[config.mk]
export PLATFORM = sky130hd
export DESIGN_NAME = slave_bank
export DESIGN_NICKNAME = d
export VERILOG_FILES = /design/src/hw/fabric_pkg.sv /design/src/hw/slave_bank.sv
export VERILOG_INCLUDE_DIRS = /design/src /design/src/hw
export SDC_FILE = /design/constraint.sdc
export NUM_CORES = 1
export LEC_CHECK = 0
export ABC_AREA = 1
export BUFFER_PORTS_ARGS = -buffer_cell sky130_fd_sc_hd__buf_2
export CAP_MARGIN = 20
export CELL_PAD_IN_SITES_DETAIL_PLACEMENT = 1
export CELL_PAD_IN_SITES_GLOBAL_PLACEMENT = 2
export CORE_UTILIZATION = 33
export DETAILED_ROUTE_END_ITERATION = 8
export GPL_TIMING_DRIVEN = 0
export PLACE_DENSITY_LB_ADDON = 0.1
export SYNTH_ARGS = -nofsm -noshare
export SYNTH_HDL_FRONTEND = slang
export SYNTH_SLANG_ARGS = --single-unit
[constraint.sdc]
create_clock -name clk -period 1.02 [get_ports clk]
set_input_delay 0.204 -clock clk [delete_from_list [all_inputs] [get_ports clk]]
set_output_delay 0.204 -clock clk [all_outputs]
set_load 0.01 [all_outputs]
[src/hw/fabric_defs.svh]
`ifndef FABRIC_DEFS_SVH
`define FABRIC_DEFS_SVH

// bus masters, one AXI4-Lite port each
`define NO_MASTERS 3

// register banks on the shared bus
`define NO_SLAVES 5

// words per bank
`define REGS_PER_SLAVE 16

// data path width, byte strobes follow from it
`define DATA_W 32

`endif

[src/hw/fabric_pkg.sv]
package fabric_pkg;

`include "fabric_defs.svh"

    // index of a bus master
    typedef logic [$clog2(`NO_MASTERS)-1:0] master_id_t;

    // target bank id, zero means no request
    typedef logic [$clog2(`NO_SLAVES+1)-1:0] slave_id_t;

    // word index inside one bank
    typedef logic [$clog2(`REGS_PER_SLAVE)-1:0] reg_idx_t;

    // one address word, seen raw or split into fields
    typedef union packed {
        logic [31:0] raw;
        struct packed {
            logic [20:0] upper;
            logic [2:0]  region;
            logic [1:0]  unused;
            reg_idx_t    reg_idx;
            logic [1:0]  byte_off;
        } f;
    } fabric_addr_u;

    // command on the shared bus
    typedef struct packed {
        logic                  write;
        reg_idx_t              reg_idx;
        logic [`DATA_W-1:0]    wdata;
        logic [`DATA_W/8-1:0]  wstrb;
    } bus_cmd_t;

    // bank answer, done is a one-cycle pulse
    typedef struct packed {
        logic                  done;
        logic [`DATA_W-1:0]    rdata;
    } bus_rsp_t;

    typedef enum logic [1:0] {
        SEL_IDLE    = 2'b00,
        SEL_SPREAD  = 2'b01,
        SEL_PREEMPT = 2'b10
    } sel_mode_e;

    typedef enum logic [1:0] {
        ARB_IDLE,
        ARB_GRANT,
        ARB_ACCESS
    } arb_state_e;

endpackage

[src/hw/slave_bank.sv]
`timescale 1ns/10ps

`include "fabric_defs.svh"

module slave_bank
    import fabric_pkg::*;
(
    input  logic     clk,
    input  logic     arst_n,
    input  logic     sel,
    input  bus_cmd_t cmd,
    output bus_rsp_t rsp
);

    // register file of the bank
    logic [`DATA_W-1:0] regs [`REGS_PER_SLAVE];

    // registered answer
    logic               done_q;
    logic [`DATA_W-1:0] rdata_q;

    always_ff @(posedge clk or negedge arst_n) begin
        if (!arst_n) begin
            for (int r = 0; r < `REGS_PER_SLAVE; r++) begin
                regs[r] <= '0;
            end
        end else if (sel && cmd.write) begin
            // merge only the strobed bytes
            for (int b = 0; b < `DATA_W / 8; b++) begin
                if (cmd.wstrb[b]) begin
                    regs[cmd.reg_idx][8*b +: 8] <= cmd.wdata[8*b +: 8];
                end
            end
        end
    end

    // done one cycle after select
    always_ff @(posedge clk or negedge arst_n) begin
        if (!arst_n) begin
            done_q <= 1'b0;
        end else begin
            done_q <= sel;
        end
    end

    // old contents on a write, nobody reads them then
    always_ff @(posedge clk) begin
        if (sel) begin
            rdata_q <= regs[cmd.reg_idx];
        end
    end

    always_comb begin
        rsp.done  = done_q;
        rsp.rdata = rdata_q;
    end

endmodule

# Word level (Yosys, flattened, before mapping)
# Index checks and enable logic that the tools add are counted.
op_classes:
  eq_ne: 0
  div: 0
  shifts: 0
  n_bitwise: 1
  mux: 22
  reduce_logical: 2
  mul: 0
  add_sub_neg: 0
  n_lt_le_gt_ge: 2
op_table:
  columns: ["cell", "n"]
  rows:
  - ["two-way mux 512 bit", 7]
  - ["bitwise mux 512 bit", 4]
  - ["demux 32 bit (select 4 bit)", 4]
  - ["binary-select mux 32 bit (select 4 bit)", 1]
  - ["two-way mux 32 bit", 3]
  - ["two-way mux 24 bit", 1]
  - ["two-way mux 16 bit", 1]
  - ["two-way mux 8 bit", 1]
  - ["greater-or-equal comparator 5 bit, second input constant", 1]
  - ["< comparator 5 x 1 -> 1 bit, second input constant", 1]
  - ["NOT 4 -> 5 bit", 1]
  - ["logical AND 1 bit", 2]
word_totals:
  out_inout_bits: 33
  memories: 0
  reg_bits: 545
  latchBits: 0
  mem_bits_rw: 0
  rom_bits: 0
  elab_cells: 45
  input_bits: 44

# Longest topological paths before layout
# Gate-level depths: netlist of run 1.
logic_depth:
  word_depth: 16
  mapped_depth: 12
  mapped_depth_nobuf: 9

# Least setup slack after synthesis of run 1
# No wires, ideal clock.
synth_path:
  path_kind: "input-to-reg"
  start: "input port cmd[36] (netlist bit)"
  end: "register rdata_q[11] (data pin)"
  stages: 11
  n_path_buf: 3
  slack_ns: -0.294
  t_arrival_ns: 1.062
  setup_time_ns: 0.252
  required_ns: 0.768
  path_cell_list: "buf_4 -> buf_2 -> buf_1 -> nand2_1 -> nand2_1 -> nand2_1 -> nand2_1 -> nand2_1 -> nand2_1 -> inv_1 -> nand2_1"
synth_between:
  elab_chain_len: 4
synth_rtl:
  columns: ["item", "line_no", "rtl"]
  rows:
  - ["start, declared", "slave_bank.sv:11", "input bus_cmd_t cmd,"]
  - ["NOT 4 -> 5 bit (implied by the code)", "slave_bank.sv:49", "rdata_q <= regs[cmd.reg_idx];"]
  - ["binary-select mux 32 bit (select 4 bit)", "slave_bank.sv:49", null]
  - ["two-way mux 32 bit (implied by the code) (2 in series)", "slave_bank.sv:49", null]
  - ["end signal, assigned", "slave_bank.sv:49", null]
  - ["end, declared", "slave_bank.sv:20", "logic [`DATA_W-1:0] rdata_q;"]
# Every way passes these cells. The select of a mux whose other input is x is not followed.
# A chain may end at the register's enable or synchronous reset.

# Final worst setup path of run 1
layout_path:
  start: "register rdata_q[30]"
  end: "output port rsp[30] (netlist bit)"
layout_rtl:
  columns: ["item", "line_no", "rtl"]
  rows:
  - ["end, declared", "slave_bank.sv:12", "output bus_rsp_t rsp"]
# No word-level cell between the ends.

==> results of run 1 <==
cell type report:
class,instances,share of cell area [%]
multi-input cells,2493,34.0
diodes,2,0.0153
flip-flops and latches,545,42.1
plain buffers,186,5.27
clock buffers,102,6.10
clock inverters,18,0.450
inverters,108,1.29
well taps,978,3.73
repair buffers,267,7.12
what timing repair did:
action / 4_1_cts / 5_1_grt
gates resized for setup: 260 / 136
cloned: 2 / 1
pin swaps: 139 / 153
endpoints found under the setup margin: 577 / 288
setup buffers: 54 / 67
endpoints found under the hold margin: 259 / 75
routing by layer:
metal / vias to the layer above / global-route usage [%] / part of all wire [%]
met2: 397 / 43.4 / 47
met3: 114 / 3.72 / 4.1
met1: 11200 / 36.1 / 46
met4: 0 / 7.52 / 2.4
met5: - / 0 / 0
li1: 11100 / - / -
through the flow:
step / worst slack, ps / std cells / hold WS, ps / cell area [µm²]
finish: -331 / 4699 / -504 / 32800
global route: -364 / 4697 / -496 / 32800
CTS: -370 / 4632 / -515 / 32000
detailed placement: -1740 / 4402 / 137 / 28000
global placement: -11100 / 4397 / 466 / 27900
floorplan: -195 / 3344 / -91.6 / 26300
flip-flops by register name, indices dropped and copies added, names as in the netlist:
signal	cells
rdata_q	32
done_q	1
regs	512
path summary, 6_finish.rpt:
path,end,slack [ps],startpoint
min reg2reg,regs[415],480,regs[415]
min,regs[480],-500,arst_n
max,rsp[30],-330,rdata_q[30]
max reg2reg,rdata_q[6],-300,regs[70]
max in group asynchronous,regs[81],220,arst_n
min in group clk,regs[199],20,cmd[11]
kinds of logic after synthesis:
kind of cell | after synthesis | synth area share, %
simple gates | 1981 | 30.3
flops | 545 | 54.7
compound gates | 512 | 10.2
buf+inv | 306 | 4.88
power by group:
part / total [mW] / leakage (nW) / internal (mW) / switching [mW]
clock network: 23.6 / 1.06 / 13.8 / 9.76
logic: 9.74 / 8.65 / 3.73 / 6.00
registers: 26.2 / 7.18 / 24.6 / 1.56
total: 59.5 / 16.9 / 42.2 / 17.3
Yosys cell counts (all sizes together):
cell type and instances:
buf 67, edfxtp 32, nor2 20, clkbuf 131, nand2 1961, o21ai 512, inv 108, dfrtp 513
==> flow_metrics.tcl, run 1 <==
set metrics [dict create \
    r2r_cells 8 \
    cts_tree "yes" \
    worstSetupStartpointType "flop" \
    layout_common_cells "nand2_1, dfrtp_1, o21ai_0" \
    fin_crit_ps 1350 \
    grt_start_max_net_pins 111 \
    num-fill-cells 9110 \
    syn-num-nets 3388 \
    max_stage_delay_ps 370 \
    rsz0062_at_grt "yes" \
    drv_slew 0 \
    hold_violations 154 \
    floorplan.initialDensity_pct 33.3 \
    required_ps 820 \
    route.detailed.drc 0 \
    antenna_found_initial 1 \
    wirelength_um 101000 \
    p_per_area_nw_per_um2 1810 \
    grt_pass1_vias 23900 \
    viasPerCell 4.85 \
    cts_max_level 3 \
    vias 22800 \
    holdWs_ps -504 \
    fin_skew_ps 19.4 \
    synth.largest_area_cell "dfrtp_1" \
    cap_violations 0 \
    nets 3712 \
    fin_setup_tns_ps -14740 \
    avgSynthCellArea_um2 7.54 \
    path_buf_inv 1 \
    ys_ff_latch 545 \
    drive_above_1_share_pct 22.2 \
    setup_viol 65 \
    syn_inst 3344 \
    die_area_um2 77600 \
    drt_first_pass_iters 5 \
    worst_slew_pin_slew_ps 694 \
    portBuffers 75 \
    synth_cell_types 14 \
    final_common_cell "nand2_1" \
    power.total_mw 59.5 \
    place_hpwl_um 73900 \
    synthTopCellsByArea "dfrtp_1, nand2_1, o21ai_0" \
    cpLargestDelayFamily "flip-flops" \
    seqCellArea_um2 13800 \
    yosysWarnings 0 \
    synth.cell_area_um2 25200 \
    hold_class "in2async" \
    gp_congestion 0.850 \
    routedWlPerCell_um 21.4 \
    violations "negative hold slack, negative setup slack" \
    fp.coreArea_um2 75800 \
    synthDominantCellAreaShare_pct 50.9 \
    crit_chain "buf_2" \
    row_count 101 \
    fp.dieW_um 279 \
    area_delta_synth_final_pct 30.0 \
    ctsRootBufferMaster "clkbuf_16" \
    cts.path.max_buffers 3 \
    final_util_pct 43.3 \
    postCtsHoldBufs 63 \
    drt_iter0_markers 1487 \
    grt_overflow 0 \
    insertion_delay_ps 610 \
    fin_ws_ps -331 \
    track_usage_pct 26.4 \
    vdd_drop_max_mv 1.04 \
    die_h_um 279 \
    critical_path.max_fanout 1 \
    io_pins 77 \
    seq_area_frac_synth_pct 54.7 \
    slew_headroom_pct 53.7 \
    crit_type "reg2out" \
    critPathSlowestCell "edfxtp_1" \
    worstPathArrival_ps 1150 \
    grt_first_pass_wirelength_um 152000 \
    outcome "complete, but fails checks" \
    clkTransAtPathRegs_ps 50 \
    period_share_pct 132 \
    crit_cells 1 \
    power_leakage_nw 16.9 \
    cts_sinks 545 \
    max_freq_mhz 740 \
    cts-buffers-inserted 67 \
    multi_input_area_um2 11100 \
    postRouteAntennaNets 0 \
    endpoint_kind "output port" \
]
Note: power is estimated with default switching activity, not from simulation.
==> run 2: changes to the inputs <==
SKIP_CTS_REPAIR_TIMING = 1   (was default)
==> run 2 against run 1 <==
Net effect: the run still ends with negative hold slack, negative setup slack left; sequential share of layout area increased by 0.84 points; global-route usage decreased by 1.2 points; utilization decreased by 0.85 points; critical path type unchanged; largest cell class unchanged; largest power group unchanged; highest routed layer unchanged.
==> flow_metrics.tcl, run 2 (synthesis results as in run 1) <==
set metrics [dict create \
    row_count 101 \
    outcome "complete, but fails checks" \
    final_util_pct 42.4 \
    viasPerCell 4.82 \
    wirelength_um 97500 \
    num-fill-cells 9120 \
    place_hpwl_um 73900 \
    power.total_mw 59.0 \
    die_area_um2 77600 \
    cts_max_level 3 \
    power_leakage_nw 16.6 \
    reg_top3 "regs x512, rdata_q x32, done_q x1" \
    cpLargestDelayFamily "flip-flops" \
    final_common_cell "nand2_1" \
    grt_overflow 0 \
    portBuffers 75 \
    holdWs_ps -499 \
    drt_iter0_markers 1460 \
    max_stage_delay_ps 370 \
    crit_chain "buf_2" \
    layout_common_cells "nand2_1, dfrtp_1, o21ai_0" \
    rsz0062_at_grt "yes" \
    slew_headroom_pct 54.5 \
    area_delta_synth_final_pct 27.5 \
    setup_viol 77 \
    cap_violations 0 \
    period_share_pct 132 \
    gp_congestion 0.850 \
    cts.path.max_buffers 3 \
    postRouteAntennaNets 0 \
    drive_above_1_share_pct 22.3 \
    endpoint_kind "output port" \
    required_ps 820 \
    grt_pass1_vias 23100 \
    vias 22300 \
    r2r-start "regs[70]" \
    die_h_um 279 \
    crit_type "reg2out" \
    timing.rr.end "rdata_q[6]" \
    fp.dieW_um 279 \
    nets 3649 \
    io_pins 77 \
    ff2ff_setup_slack_ps -290 \
    fin_crit_ps 1350 \
    p_per_area_nw_per_um2 1840 \
    worst_slew_pin_slew_ps 682 \
    worstPathArrival_ps 1150 \
    fp.coreArea_um2 75800 \
    grt_start_max_net_pins 111 \
    worstSetupStartpointType "flop" \
    ctsRootBufferMaster "clkbuf_16" \
    path_buf_inv 1 \
    placed_cells 4402 \
    cts-buffers-inserted 67 \
    largest_register_ffs 512 \
    routedWlPerCell_um 21.0 \
    critical_path.max_fanout 1 \
    instances_no_fill 4634 \
    hold_class "in2async" \
    r2r_cells 8 \
    grt_first_pass_wirelength_um 146000 \
    max_freq_mhz 741 \
    dp_slack_ps -1740 \
    floorplan.initialDensity_pct 33.3 \
    largest_register "regs" \
    multi_input_area_um2 11100 \
    violations "negative hold slack, negative setup slack" \
    drt_first_pass_iters 6 \
    fin_ws_ps -329 \
    clkTransAtPathRegs_ps 60 \
    vdd_drop_max_mv 1.09 \
    diodes 0 \
    cts_tree "yes" \
    drv_slew 0 \
    seqCellArea_um2 13800 \
    critPathSlowestCell "edfxtp_1" \
    cts_sinks 545 \
    insertion_delay_ps 610 \
    fin_skew_ps 16.5 \
    route.detailed.drc 0 \
    track_usage_pct 25.2 \
    antenna_found_initial 0 \
    hold_violations 158 \
]
-- run 2: changes by cell type in the layout (fill, tap and decap cells not counted), sizes merged --
cell	previous run	this run
buf	272	260
diode	2	0
dlygate4sd3	61	5
dlymetal6s4s	1	0
bufbuf	2	0
clkbuf	219	227
-- run 2: how the worst max path moves through the flow --
stage	start	cells after the start	slack, ps	end
2_1_floorplan	cmd[36]	11	-190	rdata_q[0]
3_3_place_gp	arst_n	1	-11100	regs[126]
3_5_place_dp	sel	8	-1740	regs[462]
4_1_cts	sel	8	-1080	regs[463]
5_1_grt	rdata_q[30]	1	-360	rsp[30]
6_report	rdata_q[30]	1	-330	rsp[30]
-- run 2: layer usage --
layer / global-route usage, % / routed length (µm) / vias up
met5: 0 / 0 / -
met4: 5.51 / 2200 / 0
met3: 3.58 / 3330 / 111
met2: 43.1 / 47100 / 356
met1: 33.8 / 44800 / 10900
li1: - / - / 10900
-- run 2: cell type report --
cell class                 count  share of cell area, %
buffer                       193                   5.47
clock buffer                 102                   6.22
clock inverter                18                  0.459
inverter                     108                   1.32
multi-input combinational   2493                   34.7
sequential                   545                   42.9
tap                          978                   3.81
timing repair buffer         197                   5.16
-- run 2: power by group --
group | switching (mW) | total, mW | internal (mW)
Combinational | 5.85 | 9.30 | 3.44
Clock | 9.72 | 23.5 | 13.8
Sequential | 1.55 | 26.2 | 24.6
Total | 17.1 | 59.0 | 41.9
-- run 2: per-stage QoR --
step,cell area [µm²],setup TNS [ps]
4_1_cts,30200,-451950
5_1_grt,32200,-18910
3_3_place_gp,27900,-6398580
3_5_place_dp,28000,-936890
6_report,32200,-15480
2_1_floorplan,26300,-68540
-- run 2: worst reg2reg max path: cells and delay by family (launching register included) --
family,cells,cell delay (ps)
DFF,1,420
buffers and inverters,1,120
and+or+nand+nor,7,510
==> run 3: changes to the inputs <==
ABC_AREA = default   (was 1)
CORE_UTILIZATION = 43   (was 33)
SETUP_SLACK_MARGIN = 0.15   (was default)
==> run 3 against run 2 <==
Net effect: the run still ends with negative hold slack, negative setup slack left; clock-buffer cell count fell by 4; critical path type is now reg2reg; final area fell by 6.1%; power fell by 6.6%; register-to-register slack got worse by 180 ps; sequential share of layout area rose by 2.8 points; largest power group unchanged; sequential power barely moved.
==> flow_metrics.tcl, run 3 <==
set metrics [dict create \
    outcome "complete, but fails checks" \
    violations "negative hold slack, negative setup slack" \
    die_area_um2 57600 \
    max_freq_mhz 670 \
    grt_pass1_vias 15000 \
    drt_iter0_markers 892 \
    synthDominantCellAreaShare_pct 52.7 \
    portBuffers 71 \
    holdWs_ps -533 \
    drv_slew 0 \
    insertion_delay_ps 610 \
    worstSetupStartpointType "flop" \
    cts.path.max_buffers 3 \
    slew_headroom_pct 53.2 \
    nets 1727 \
    synth_edf_count 32 \
    cap_violations 0 \
    fin_skew_ps 8.16 \
    row_count 86 \
    power.total_mw 55.2 \
    synth_commonest_cells "dfrtp_1, mux2_2, mux4_2, a22oi_1" \
    syn-num-nets 1512 \
    syn_inst 1468 \
    viasPerCell 5.63 \
    final_common_cell "dfrtp_1" \
    hold_violations 315 \
    gp_congestion 0.773 \
    antenna_found_initial 0 \
    fin_crit_ps 1490 \
    vdd_drop_max_mv 1.28 \
    io_pins 77 \
    grt_start_max_net_pins 119 \
    grt_first_pass_wirelength_um 98200 \
    die_h_um 240 \
    yosysWarnings 0 \
    rsz0062_at_grt "yes" \
    layout_common_cells "dfrtp_1, mux2_2, mux4_2" \
    worst_slew_pin_slew_ps 703 \
    worstPathArrival_ps 1830 \
    area_delta_synth_final_pct 23.9 \
    fp.dieW_um 240 \
    synth.largest_area_cell "dfrtp_1" \
    synth_most_common_cell "dfrtp_1" \
    wirelength_um 67400 \
    postRouteAntennaNets 0 \
    synth_cell_types 28 \
    setup_viol 305 \
    reg_top3 "regs x512, rdata_q x32, done_q x1" \
    ctsRootBufferMaster "clkbuf_16" \
    cts-buffers-inserted 60 \
    synthFlopType "dfrtp_1" \
    required_ps 1360 \
    critical_path.max_fanout 2 \
    synth.cell_area_um2 24400 \
    cts_tree "yes" \
    crit_type "reg2reg" \
    route.detailed.drc 0 \
    cts_max_level 2 \
    fin_ws_ps -472 \
    endpoint_kind "flop" \
    num-fill-cells 5167 \
    largest_register_ffs 512 \
    period_share_pct 146 \
    clkTransAtPathRegs_ps 60 \
    drt_first_pass_iters 5 \
    cts_sinks 545 \
    power_leakage_nw 14.0 \
    largest_register "regs" \
    avgSynthCellArea_um2 16.6 \
    synthTopCellsByArea "dfrtp_1, mux2_2, mux4_2" \
    hold_class "in2async" \
    diodes 0 \
    floorplan.initialDensity_pct 43.9 \
    async_flop_share_pct 94.1 \
    track_usage_pct 23.4 \
    ys_ff_latch 545 \
    vias 14000 \
    seq_area_frac_synth_pct 56.6 \
    p_per_area_nw_per_um2 1830 \
    place_hpwl_um 43700 \
    drive_above_1_share_pct 59.0 \
    grt_overflow 0 \
    routedWlPerCell_um 27.2 \
    fp.coreArea_um2 55500 \
]
[run 3: through the flow]
step,area (µm²),setup WS [ps],setup TNS [ps],cells,util (%)
global route,30200,-505,-48750,2478,54.4
global placement,26300,-10720,-6382120,2287,47.3
CTS,28300,-845,-316420,2401,51.0
finish,30200,-472,-41340,2478,54.4
floorplan,25000,-555,-232870,1468,-
detailed placement,26400,-1470,-787780,2292,47.5
[run 3: per-layer routing]
metal	global-route usage [%]	up-vias	part of all wire (%)
li1	-	6018	-
met5	0	-	0
met1	32.5	7612	46
met2	37.3	236	48
met4	7.60	0	2.8
met3	3.98	97	3.6
[run 3: power by group]
group	internal (mW)	switching (mW)	leakage, nW	total (mW)
Clock	12.4	8.75	0.941	21.1
Sequential	24.7	1.38	7.14	26.1
Combinational	4.53	3.43	5.89	7.95
[run 3: logic make-up (layout without fill, tap and decap cells)]
logic type | count (synthesis) | after routing | synth area share (%)
multiplexers | 640 | 640 | 35.5
flip-flops | 545 | 545 | 56.6
AND/OR/NAND/NOR | 124 | 124 | 3.75
buffers and inverters | 95 | 357 | 2.18
AO/OA/AOI/OAI | 64 | 64 | 1.97
[run 3: cell type report]
| type | count | area, µm² | share of cell area [%] |
|---|---|---|---|
| well taps | 748 | 936 | 3.10 |
| flip-flops and latches | 545 | 13800 | 45.7 |
| multi-input cells | 828 | 11200 | 37.0 |
| clock buffers | 98 | 1830 | 6.05 |
| repair buffers | 153 | 1460 | 4.83 |
| clock inverters | 11 | 82.6 | 0.274 |
| plain buffers | 95 | 917 | 3.04 |
[run 3: final timing paths]
kind                       depth (start not counted)       from         end  slack, ps
hold reg to reg                                    1   regs[55]    regs[55]        490
min in group clk                                   3        sel      done_q         80
setup / recovery                                   3  regs[385]  rdata_q[1]       -470
max in group asynchronous                          3     arst_n   regs[331]        100
setup reg to reg                                   3  regs[385]  rdata_q[1]       -470
hold / removal                                     1     arst_n   regs[149]       -530
[run 3: critical path: stages, from the launching register on]
cell	delay, ps
dfrtp_1	370
mux4_2	490
a22oi_2	240
nand2_1	130
