### config.mk
export PLATFORM = sky130hd
export DESIGN_NAME = master_port
export DESIGN_NICKNAME = d
export VERILOG_FILES = /design/src/hw/axi_lite_pkg.sv /design/src/hw/fabric_pkg.sv /design/src/hw/master_port.sv
export VERILOG_INCLUDE_DIRS = /design/src /design/src/hw
export SDC_FILE = /design/constraint.sdc
export NUM_CORES = 1
export LEC_CHECK = 0
export BUFFER_PORTS_ARGS = -buffer_cell sky130_fd_sc_hd__buf_2
export CELL_PAD_IN_SITES_DETAIL_PLACEMENT = 1
export CELL_PAD_IN_SITES_GLOBAL_PLACEMENT = 2
export CORE_ASPECT_RATIO = 1.75
export CORE_UTILIZATION = 23
export DETAILED_ROUTE_END_ITERATION = 7
export PLACE_DENSITY_LB_ADDON = 0.1
export SLEW_MARGIN = 25
export SYNTH_ARGS = -nofsm -noshare
export SYNTH_HDL_FRONTEND = slang
export SYNTH_SLANG_ARGS = --single-unit
### constraint.sdc
create_clock -name clk -period 7.2 [get_ports clk]
set_input_delay 1.44 -clock clk [delete_from_list [all_inputs] [get_ports clk]]
set_output_delay 1.44 -clock clk [all_outputs]
set_load 0.005 [all_outputs]
### src/hw/fabric_defs.svh
`ifndef FABRIC_DEFS_SVH
`define FABRIC_DEFS_SVH

// bus masters, one AXI4-Lite port each
`define NO_MASTERS 3

// register banks on the shared bus
`define NO_SLAVES 5

// words per bank
`define REGS_PER_SLAVE 16

// data path width, byte strobes follow from it
`define DATA_W 32

`endif

### src/hw/axi_lite_pkg.sv
package axi_lite_pkg;

`include "fabric_defs.svh"

    // only the two codes this fabric can produce
    typedef enum logic [1:0] {
        OKAY   = 2'b00,
        DECERR = 2'b11
    } axi_resp_e;

    // master side of all five channels
    typedef struct packed {
        logic                  aw_valid;
        logic [31:0]           aw_addr;
        logic                  w_valid;
        logic [`DATA_W-1:0]    w_data;
        logic [`DATA_W/8-1:0]  w_strb;
        logic                  b_ready;
        logic                  ar_valid;
        logic [31:0]           ar_addr;
        logic                  r_ready;
    } axi_lite_req_t;

    // slave side, driven by the port
    typedef struct packed {
        logic                  aw_ready;
        logic                  w_ready;
        logic                  b_valid;
        axi_resp_e             b_resp;
        logic                  ar_ready;
        logic                  r_valid;
        logic [`DATA_W-1:0]    r_data;
        axi_resp_e             r_resp;
    } axi_lite_rsp_t;

endpackage

### src/hw/fabric_pkg.sv
package fabric_pkg;

`include "fabric_defs.svh"

    // index of a bus master
    typedef logic [$clog2(`NO_MASTERS)-1:0] master_id_t;

    // target bank id, zero means no request
    typedef logic [$clog2(`NO_SLAVES+1)-1:0] slave_id_t;

    // word index inside one bank
    typedef logic [$clog2(`REGS_PER_SLAVE)-1:0] reg_idx_t;

    // one address word, seen raw or split into fields
    typedef union packed {
        logic [31:0] raw;
        struct packed {
            logic [20:0] upper;
            logic [2:0]  region;
            logic [1:0]  unused;
            reg_idx_t    reg_idx;
            logic [1:0]  byte_off;
        } f;
    } fabric_addr_u;

    // command on the shared bus
    typedef struct packed {
        logic                  write;
        reg_idx_t              reg_idx;
        logic [`DATA_W-1:0]    wdata;
        logic [`DATA_W/8-1:0]  wstrb;
    } bus_cmd_t;

    // bank answer, done is a one-cycle pulse
    typedef struct packed {
        logic                  done;
        logic [`DATA_W-1:0]    rdata;
    } bus_rsp_t;

    typedef enum logic [1:0] {
        SEL_IDLE    = 2'b00,
        SEL_SPREAD  = 2'b01,
        SEL_PREEMPT = 2'b10
    } sel_mode_e;

    typedef enum logic [1:0] {
        ARB_IDLE,
        ARB_GRANT,
        ARB_ACCESS
    } arb_state_e;

endpackage

### src/hw/master_port.sv
`timescale 1ns/10ps

`include "fabric_defs.svh"

module master_port
    import axi_lite_pkg::*;
    import fabric_pkg::*;
(
    input  logic          clk,
    input  logic          arst_n,
    input  axi_lite_req_t axi_req,
    output axi_lite_rsp_t axi_rsp,
    output slave_id_t     bus_req,
    output bus_cmd_t      cmd,
    input  bus_rsp_t      bus_rsp,
    input  logic          done
);

    // accept, wait for the bus, respond
    typedef enum logic [1:0] {
        MP_IDLE,
        MP_WAIT,
        MP_RESP
    } mp_state_e;

    mp_state_e            state;
    logic                 wr_accept;
    logic                 rd_accept;
    logic                 rsp_taken;
    fabric_addr_u         in_addr;
    logic                 in_decerr;
    slave_id_t            in_slave;

    // captured transaction
    logic                 write_q;
    slave_id_t            slave_q;
    reg_idx_t             reg_q;
    logic [`DATA_W-1:0]   wdata_q;
    logic [`DATA_W/8-1:0] wstrb_q;
    axi_resp_e            resp_q;
    logic [`DATA_W-1:0]   rdata_q;

    // write needs both address and data at once
    assign wr_accept = (state == MP_IDLE) && axi_req.aw_valid && axi_req.w_valid;
    // reads only when no write is waiting
    assign rd_accept = (state == MP_IDLE) && axi_req.ar_valid &&
                       !(axi_req.aw_valid && axi_req.w_valid);

    // decode the address that is about to be captured
    always_comb begin
        in_addr.raw = wr_accept ? axi_req.aw_addr : axi_req.ar_addr;
        in_decerr   = (in_addr.f.upper != '0) || (in_addr.f.region >= 3'(`NO_SLAVES));
        in_slave    = in_decerr ? '0 : in_addr.f.region + 3'd1;
    end

    assign rsp_taken = (axi_rsp.b_valid && axi_req.b_ready) ||
                       (axi_rsp.r_valid && axi_req.r_ready);

    always_ff @(posedge clk or negedge arst_n) begin
        if (!arst_n) begin
            state <= MP_IDLE;
        end else begin
            case (state)
                // unmapped goes straight to the response
                MP_IDLE: if (wr_accept || rd_accept) state <= in_decerr ? MP_RESP : MP_WAIT;
                MP_WAIT: if (done) state <= MP_RESP;
                MP_RESP: if (rsp_taken) state <= MP_IDLE;
                default: state <= MP_IDLE;
            endcase
        end
    end

    always_ff @(posedge clk) begin
        if (wr_accept || rd_accept) begin
            write_q <= wr_accept;
            slave_q <= in_slave;
            reg_q   <= in_addr.f.reg_idx;
            wdata_q <= axi_req.w_data;
            // reads carry no strobes onto the bus
            wstrb_q <= wr_accept ? axi_req.w_strb : '0;
            resp_q  <= in_decerr ? DECERR : OKAY;
            rdata_q <= '0;
        end else if ((state == MP_WAIT) && done && !write_q) begin
            rdata_q <= bus_rsp.rdata;
        end
    end

    // request only while waiting for the bus
    assign bus_req = (state == MP_WAIT) ? slave_q : '0;

    always_comb begin
        cmd.write   = write_q;
        cmd.reg_idx = reg_q;
        cmd.wdata   = wdata_q;
        cmd.wstrb   = wstrb_q;
    end

    always_comb begin
        axi_rsp          = '0;
        axi_rsp.aw_ready = wr_accept;
        axi_rsp.w_ready  = wr_accept;
        axi_rsp.ar_ready = rd_accept;
        // response held until the master takes it
        axi_rsp.b_valid  = (state == MP_RESP) && write_q;
        axi_rsp.b_resp   = resp_q;
        axi_rsp.r_valid  = (state == MP_RESP) && !write_q;
        axi_rsp.r_data   = rdata_q;
        axi_rsp.r_resp   = resp_q;
    end

endmodule

; After elaboration in Yosys (flattened, before gate mapping)
; Index checks and enable logic that the tools add are counted.
; Widths: inputs -> output; s select.
[word_totals]
mem_bits_ro = 0
latchBits = 0
word_cells = 42
n_memories = 0
ramBits = 0
in_bits = 141
register_bits = 80
out_inout_bits = 85
[classes]
n_lt_le_gt_ge = 1
n_addsub = 1
n_shift = 0
bitwise_logic = 0
muxes = 8
n_mul = 0
div_mod_pow = 0
eq_ne = 5
reduce_logical = 19
[op_table]
columns = cell, n
row1 = $mux 32, 1
row2 = $reduce_bool 21->1, 1
row3 = $logic_and 1x1->1, 11
row4 = $mux 2, 5
row5 = $pmux 2 s3, 1
row6 = $ne 2x2->1 const B, 2
row7 = $add 3x1->3 const B, 1
row8 = $ge 3x3->1 const B, 1
row9 = $logic_or 1x1->1, 3
row10 = $mux 3, 1
row11 = $reduce_and 3->1, 1
row12 = $eq 2x1->1 const B, 1
row13 = $eq 2x2->1 const B, 1
row14 = $logic_not 1->1, 2
row15 = $logic_not 2->1, 1
row16 = $ne 2x1->1 const B, 1

; Depth between registers and ports, before layout
; Gate-level depths: netlist of the first run.
[logic_depth]
word_depth = 9
mapped_depth = 9
mapped_depth_nobuf = 7

; Worst setup path before layout of the first run
; No wires, ideal clock.
[synth_path]
path_kind = input to register
start = input port axi_req[104] (netlist name)
end = register reg_q[0] (enable)
t_arrival_ns = 3.430
slack_ns = 3.342
path_buffers = 1
required_ns = 6.773
stages = 3
setup_ns = 0.427
cell_sequence = a21oi_1 > nor3_1 > clkbuf_1
[synth_via]
elab_chain_cells = 4
elab_cells_between_ends = 6
cone_classes = reduce/logical (6)
[synth_lines]
columns = item, line
row1 = start: declaration, master_port.sv:11  ; input axi_lite_req_t axi_req,
row2 = $logic_and 1x1->1, master_port.sv:47  ; !(axi_req.aw_valid && axi_req.w_valid);
row3 = $logic_not 1->1, master_port.sv:47
row4 = $logic_and 1x1->1, master_port.sv:46  ; assign rd_accept = (state == MP_IDLE) && axi_req.ar_valid &&
row5 = $logic_or 1x1->1 *, master_port.sv:74  ; if (wr_accept || rd_accept) begin
row6 = end signal: assignment, master_port.sv:77  ; reg_q <= in_addr.f.reg_idx;
row7 = end: declaration, master_port.sv:37  ; reg_idx_t reg_q;
; Every way passes the cells marked *; elsewhere a longest branch is shown, timed or not.
; A chain may end at the register's enable or synchronous reset.

==> metrics.md, run 1 <==
| Metric | Value |
|---|---|
| CTS tree | built |
| Reg2reg setup slack | 4660 ps |
| Post-synth ARST share | 2.53% |
| Final instance area | 4500 sq um |
| P_leak | 2.01 nW |
| Commonest cells in the netlist | 67 x nand2_1, 45 x edfxtp_1, 34 x a21oi_1 |
| Yosys warns | 0 |
| Crit start category | input port |
| Hold slack | 448 ps |
| Number of flops mapped to enable cells by yosys | 45 |
| Slowest-stage cell, CP | buf_4 |
| Required @ worst endpoint | 5760 ps |
| Clk Latency, worst-skew pair | 330 ps |
| Internal power | 887 uW |
| Max Fclk | 0.279 GHz |
| H-tree depth | 3 |
| Synth Instances | 257 |
| Layout Skew | 6.52 ps |
| Syn nets | 400 |
| Cell Area, Synth | 2980 sq um |
| Global-route wire length before repair | 14,000 um |
| Post-synthesis sequential area ratio | 68.5% |
| Post-route ant nets | 0 |
| Initial Utilization | 23.7% |
| Clock-pin slew on the worst setup and hold paths | 60 ps |
| CTS root buffer | clkbuf_16 |
| Max incr delay on CP | 240 ps |
| Worst Path Max Fanout | 18 |
| WP data arrival | 2140 ps |
| Final Hold Viols | 0 |
| Main area contributors after synthesis | edfxtp_1 45%, dfxtp_1 21%, nand2_1 8.4%, a21oi_1 5.7%, mux2_2 2.6% |
| Worst reg2reg path depth | 7 |
| Chip width | 88.1 um |
| Vias per std cell | 4.23 |
| Num CTS Buffers | 9 |
| Sequential Power Share | 47.2% |
| WHS Path Cells | 2 |
| Fin nets | 613 |
| Sw frac | 26.6% |
| Congestion Overflow GR | 0 |
| Comb pwr share | 16.1% |
| Synth cell types | 30 |
| IO Pins | 226 |
| Vias in the first global route | 2,873 |
| Initial DRC Count | 37 |
| Drt wl/cell | 14.2 um |
| Final wirelength | 9150 um |
| Area share of the largest cell type after synthesis | 45.3% |
| Post-CTS setup buffer count | 0 |
| Initial antenna violation count | 1 |
| Area Overhead vs Synth | 50.9% |
| PortBufs | 216 |
| Synthesized area per cell | 11.6 sq um |
| Core Region | 12,600 sq um |
| Worst hold path type | reg2reg |
| Period utilization | 49.8% |
| Seq cells post-synth | 79 |
| Hold_buf cts | 0 |
| Die Ht | 153 um |
| Hold Crit Start | rdata_q[19]$_SDFFE_PP0P_ |
| Gp weighted congestion | 0.780 |
| Pin count of the biggest net entering global routing | 49 |
| Headroom to the max-slew limit | 60.6% |
| Max_cap viols | 0 |
| Via count | 2,723 |
| DP HPWL | 7060 um |
| RSZ-0062 raised after global routing | false |
| Final Setup Violations | 0 |
| Status | complete, no violations |
| Clock sinks | 79 |
| Count leader, synth | nand2_1 |
| R2R Path Start | state[0]$_DFFE_PN0P_ |
| Clock Tree Buf Depth | 2 |
| Peak VDD IR | 0.0896 mV |
| Sum Neg Setup Slack | 0 ps |
| # DRC | 0 |
| Cts repair resizes | 0 |
| Psw | 322 uW |
| Share of layout cells above drive strength 1 | 52.0% |
| Overall routing resource usage | 13.9% |
| Final worst path period need | 3580 ps |
| Dominant synthesized flop cell | edfxtp_1 |
| Slew Limit Fails | 0 |
| R2r endpoint | state[1]$_DFFE_PN0P_ |
| Hold endpoint | rdata_q[19]$_SDFFE_PP0P_ |
| Worst setup EP type | output port |
| CP Cell Sequence | buf_2 > and4bb_1 > buf_4 > buf_2 |
| First-pass iteration count of the detailed router | 4 |
| Die ar. | 13,400 sq um |
| Synth area leader | edfxtp_1 |
| Critical path's most frequent cell | buf_2 |
| Clock power share | 36.6% |
| FP Rows | 54 |
| Crit Path Category | in2out |
| DP Area | 4210 sq um |
| Power Density | 268 nW/um^2 |
| Worst Tran Pin Value | 592 ps |
## critical path: cells and delay by family
| family | cells | cell delay (ps) |
|---|---|---|
| AND/OR/NAND/NOR | 1 | 190 |
| buffers and inverters | 3 | 500 |
## sequential cells by signal, summed over array words and instances, names as in the netlist
register and cells:
slave_q 3, rdata_q 32, reg_q 4, write_q 1, wdata_q 32, state 2
resp_q 1, wstrb_q 4
## metal layers
layer / vias to the layer above / share of wire (%) / GRT usage [%] / wire [um]
met5: - / 0 / 0 / 0
met4: 0 / 2.9 / 7.53 / 265
met3: 17 / 7.1 / 3.20 / 650
met2: 140 / 57 / 26.6 / 5210
met1: 1251 / 33 / 13.1 / 3030
li1: 1315 / - / - / -
## power by group through the flow
stage	clock (mW)	sequential, mW	combinational [mW]
global route	0.476	0.578	0.218
detailed placement	0	0.581	0.202
finish	0.443	0.571	0.195
global placement	0	0.580	0.199
CTS	0.459	0.572	0.202
floorplan	0	0.591	0.0824
## per-stage QoR
| step | worst slack (ps) | power [mW] | util [%] | std cells |
|---|---|---|---|---|
| 6_report | 3620 | 1.21 | 35.8 | 644 |
| 5_1_grt | 3550 | 1.27 | 35.8 | 644 |
| 4_1_cts | 3600 | 1.23 | 35.8 | 643 |
| 3_5_place_dp | 3590 | 0.783 | 33.5 | 627 |
| 3_3_place_gp | 3610 | 0.779 | 33.5 | 627 |
| 2_1_floorplan | 3340 | 0.673 | - | 257 |
## area by class of cell
class,count,area (sq um)
fill,1531,8070
sequential,79,2040
timing repair buffer,221,1120
multi-input combinational,154,817
clock buffer,10,239
tap,168,210
clock inverter,6,52.6
inverter,5,18.8
antenna,1,2.50
## layout by cell type (no fill, tap or decap), drive strengths merged, types with 2 or more instances in the layout
cell type	instances
dfxtp	32
a21oi	34
ha	2
nor3	5
o22ai	2
dfrtp	2
clkinvlp	2
clkbuf	10
nand2	67
buf	221
edfxtp	45
nand4	2
nor2	8
inv	8
mux2	7
nor4	8
nand3	2
and2	7
## worst max path at each step
| stage | start | slack [ps] | endpoint |
|---|---|---|---|
| 4_1_cts | axi_req[104] | 3600 | axi_rsp[39] |
| 3_3_place_gp | axi_req[104] | 3610 | axi_rsp[39] |
| 6_report | axi_req[104] | 3620 | axi_rsp[40] |
| 3_5_place_dp | axi_req[104] | 3590 | axi_rsp[39] |
| 5_1_grt | axi_req[104] | 3550 | axi_rsp[39] |
| 2_1_floorplan | axi_req[104] | 3340 | reg_q[0]$_DFFE_PP_ |
## cell families after synthesis
family	synth area share, %
mux	2.98
buf+inv	4.32
flops	68.5
compound gates	7.47
fa+ha+maj	0.839
simple gates	15.6
xor+xnor	0.294
Power figures use the tool's default switching activity.
==> inputs of run 2 (changes only) <==
--- a/config.mk
+++ b/config.mk
@@ -10,7 +10,7 @@
 export CELL_PAD_IN_SITES_DETAIL_PLACEMENT = 1
 export CELL_PAD_IN_SITES_GLOBAL_PLACEMENT = 2
 export CORE_ASPECT_RATIO = 1.75
-export CORE_UTILIZATION = 23
+export CORE_UTILIZATION = 20
 export DETAILED_ROUTE_END_ITERATION = 7
 export PLACE_DENSITY_LB_ADDON = 0.1
 export SLEW_MARGIN = 25
==> constraint.sdc (replaced) <==
create_clock -name clk -period 2.9 [get_ports clk]
set_input_delay 0.58 -clock clk [delete_from_list [all_inputs] [get_ports clk]]
set_output_delay 0.58 -clock clk [all_outputs]
set_load 0.005 [all_outputs]
==> run 2 against run 1 <==
Net effect:
- final cell count rose by 2.3%
- final area increased by 1.6%
- via count fell by 0.48%
- clock power rose to 2.5 times the previous value
- critical path type is now reg2reg
- worst hold slack worse by 420 ps
- combinational power grew to 2.7 times the previous value
==> metrics.md, run 2 (synthesis results as in run 1) <==
| Metric | Value |
|---|---|
| Status | complete, no violations |
| # DRC | 0 (unchanged) |
| FP Rows | 58 (+7.4%) |
| Worst hold path type | in2async |
| Overall routing resource usage | 12.9% (-1.1 points) |
| Gp weighted congestion | 0.710 (-8.9%) |
| Internal power | 2.28 mW (+160%) |
| Clock sinks | 79 (unchanged) |
| Cts repair resizes | 0 (unchanged) |
| Worst setup EP type | flop |
| PortBufs | 216 (unchanged) |
| Clock power share | 36.7% (about the same) |
| CTS tree | built |
| Post-CTS setup buffer count | 0 (unchanged) |
| Final worst path period need | 2300 ps |
| Worst Path Max Fanout | 12 (-6) |
| Clk Latency, worst-skew pair | 330 ps (about the same) |
| Power Density | 669 nW/um^2 (+150%) |
| WP data arrival | 2370 ps (+230 ps) |
| Global-route wire length before repair | 14,600 um (+4.6%) |
| Final wirelength | 9640 um (+5.3%) |
| Via count | 2,710 (-0.48%) |
| Area Overhead vs Synth | 53.4% |
| Final Hold Viols | 0 (unchanged) |
| Commonest non-fill, non-tap cell in the layout | buf_2 |
| Psw | 781 uW (+140%) |
| Layout Skew | 3.64 ps (-2.89 ps) |
| H-tree depth | 3 (unchanged) |
| Num CTS Buffers | 9 (unchanged) |
| Drt wl/cell | 14.6 um (+2.9%) |
| Sequential Power Share | 45.9% (-1.3 points) |
| Headroom to the max-slew limit | 48.3% (-12 points) |
| Period utilization | 79.2% |
| Core Region | 14,400 sq um (+15%) |
| Clock-pin slew on the worst setup and hold paths | 60 ps (about the same) |
| Post-route ant nets | 0 (unchanged) |
| Vias in the first global route | 2,880 (+0.24%) |
| DP HPWL | 7660 um (+8.4%) |
| Final instance area | 4570 sq um (+1.6%) |
| RSZ-0062 raised after global routing | false |
| Initial Utilization | 20.7% (-3.1 points) |
| Top Registers | rdata_q (32), wdata_q (32) |
| IO Pins | 226 (unchanged) |
| Max Fclk | 0.436 GHz |
| Comb pwr share | 17.4% (+1.3 points) |
| Fin nets | 617 (+0.65%) |
| Final Setup Violations | 0 (unchanged) |
| CTS root buffer | clkbuf_16 |
| Required @ worst endpoint | 2970 ps (-2790 ps) |
| Number of fill cells | 1,688 (+10%) |
| Antenna diodes | 0 (-1) |
| Max_cap viols | 0 (unchanged) |
| Hold slack | 31.5 ps (-417 ps) |
| Vias per std cell | 4.11 (-2.7%) |
| Congestion Overflow GR | 0 (unchanged) |
| Die ar. | 15,400 sq um (+15%) |
| Share of layout cells above drive strength 1 | 52.2% (+0.19 points) |
| Worst Tran Pin Value | 774 ps (+182 ps) |
| Peak VDD IR | 0.243 mV (+170%) |
| Crit start category | flop |
| Pin count of the biggest net entering global routing | 54 (+10%) |
| Initial DRC Count | 69 (+86%) |
| First-pass iteration count of the detailed router | 4 (unchanged) |
| Crit Path Category | reg2reg |
| Clock Tree Buf Depth | 2 (unchanged) |
| DP Area | 4280 sq um (+1.7%) |
| Hold_buf cts | 0 (unchanged) |
| P_leak | 2.05 nW (+1.8%) |
| Leading cell types in the layout, fill and taps excluded | 216 x buf_2, 67 x nand2_1, 45 x edfxtp_1 |
| Initial antenna violation count | 1 (unchanged) |
| Chip width | 94.3 um (+7.1%) |
| Slew Limit Fails | 0 (unchanged) |
| Sw frac | 25.5% (-1.1 points) |
| Sum Neg Setup Slack | 0 ps (unchanged) |
| Die Ht | 164 um (+7.1%) |
==> run 2: cell types whose count changed in the layout (fill, tap and decap cells not counted), sizes merged <==
cell,change
clkinv,+2
buf,+4
inv,-2
clkinvlp,-1
diode,-1
bufinv,+1
==> run 2: stage by stage <==
stage | setup WS [ps] | power, mW | instances | util [%]
4_1_cts | 541 | 3.13 | 659 | 31.7
5_1_grt | 430 | 3.24 | 659 | 31.7
6_report | 604 | 3.06 | 659 | 31.7
3_3_place_gp | 320 | 1.98 | 643 | 29.6
3_5_place_dp | 305 | 1.98 | 643 | 29.6
2_1_floorplan | 548 | 1.67 | 257 | -
==> run 2: layer usage <==
metal	vias to the layer above	global-route usage, %	wire length (um)
met5	-	0	0
met4	0	5.24	148
met3	7	3.72	827
met2	129	25.7	5640
met1	1251	11.5	3020
li1	1323	-	-
==> run 2: power groups by stage <==
stage          Sequential [mW]  Clock (mW)  Combinational (mW)
4_1_cts                   1.41        1.17               0.553
6_report                  1.41        1.12               0.533
3_5_place_dp              1.43           0               0.552
5_1_grt                   1.42        1.22               0.595
3_3_place_gp              1.43           0               0.549
2_1_floorplan             1.46           0               0.206
==> run 2: final cells by class <==
cell class,count,area (sq um),share of cell area (%)
Sequential cell,79,2040,44.6
Timing Repair Buffer,225,1170,25.7
Multi-Input combinational cell,154,817,17.9
Clock buffer,10,229,5.01
Tap cell,180,225,4.92
Clock inverter,6,68.8,1.50
Inverter,5,18.8,0.410
==> run 2: worst paths after layout <==
| path | from | to | slack, ps | cells after the start |
|---|---|---|---|---|
| worst max-delay path | state[0]$_DFFE_PN0P_ | slave_q[2]$_SDFFCE_PP0P_ | 600 | 8 |
| worst min-delay path | arst_n | state[0]$_DFFE_PN0P_ | 30 | 1 |
| worst max register to register | state[0]$_DFFE_PN0P_ | slave_q[2]$_SDFFCE_PP0P_ | 600 | 8 |
| worst min register to register | rdata_q[8]$_SDFFE_PP0P_ | rdata_q[8]$_SDFFE_PP0P_ | 450 | 2 |
| max in group asynchronous | arst_n | state[1]$_DFFE_PN0P_ | 2770 | 1 |
| min in group clk | axi_req[41] | wdata_q[2]$_DFFE_PP_ | 420 | 1 |
==> run 2: critical path, stage by stage, from the launching register on <==
cell and delay (ps):
dfrtp_1 380, and4bb_1 380, buf_4 220, mux2_2 360, inv_1 60, ha_1 160
o31ai_1 80, o221ai_2 310, nor2_1 90
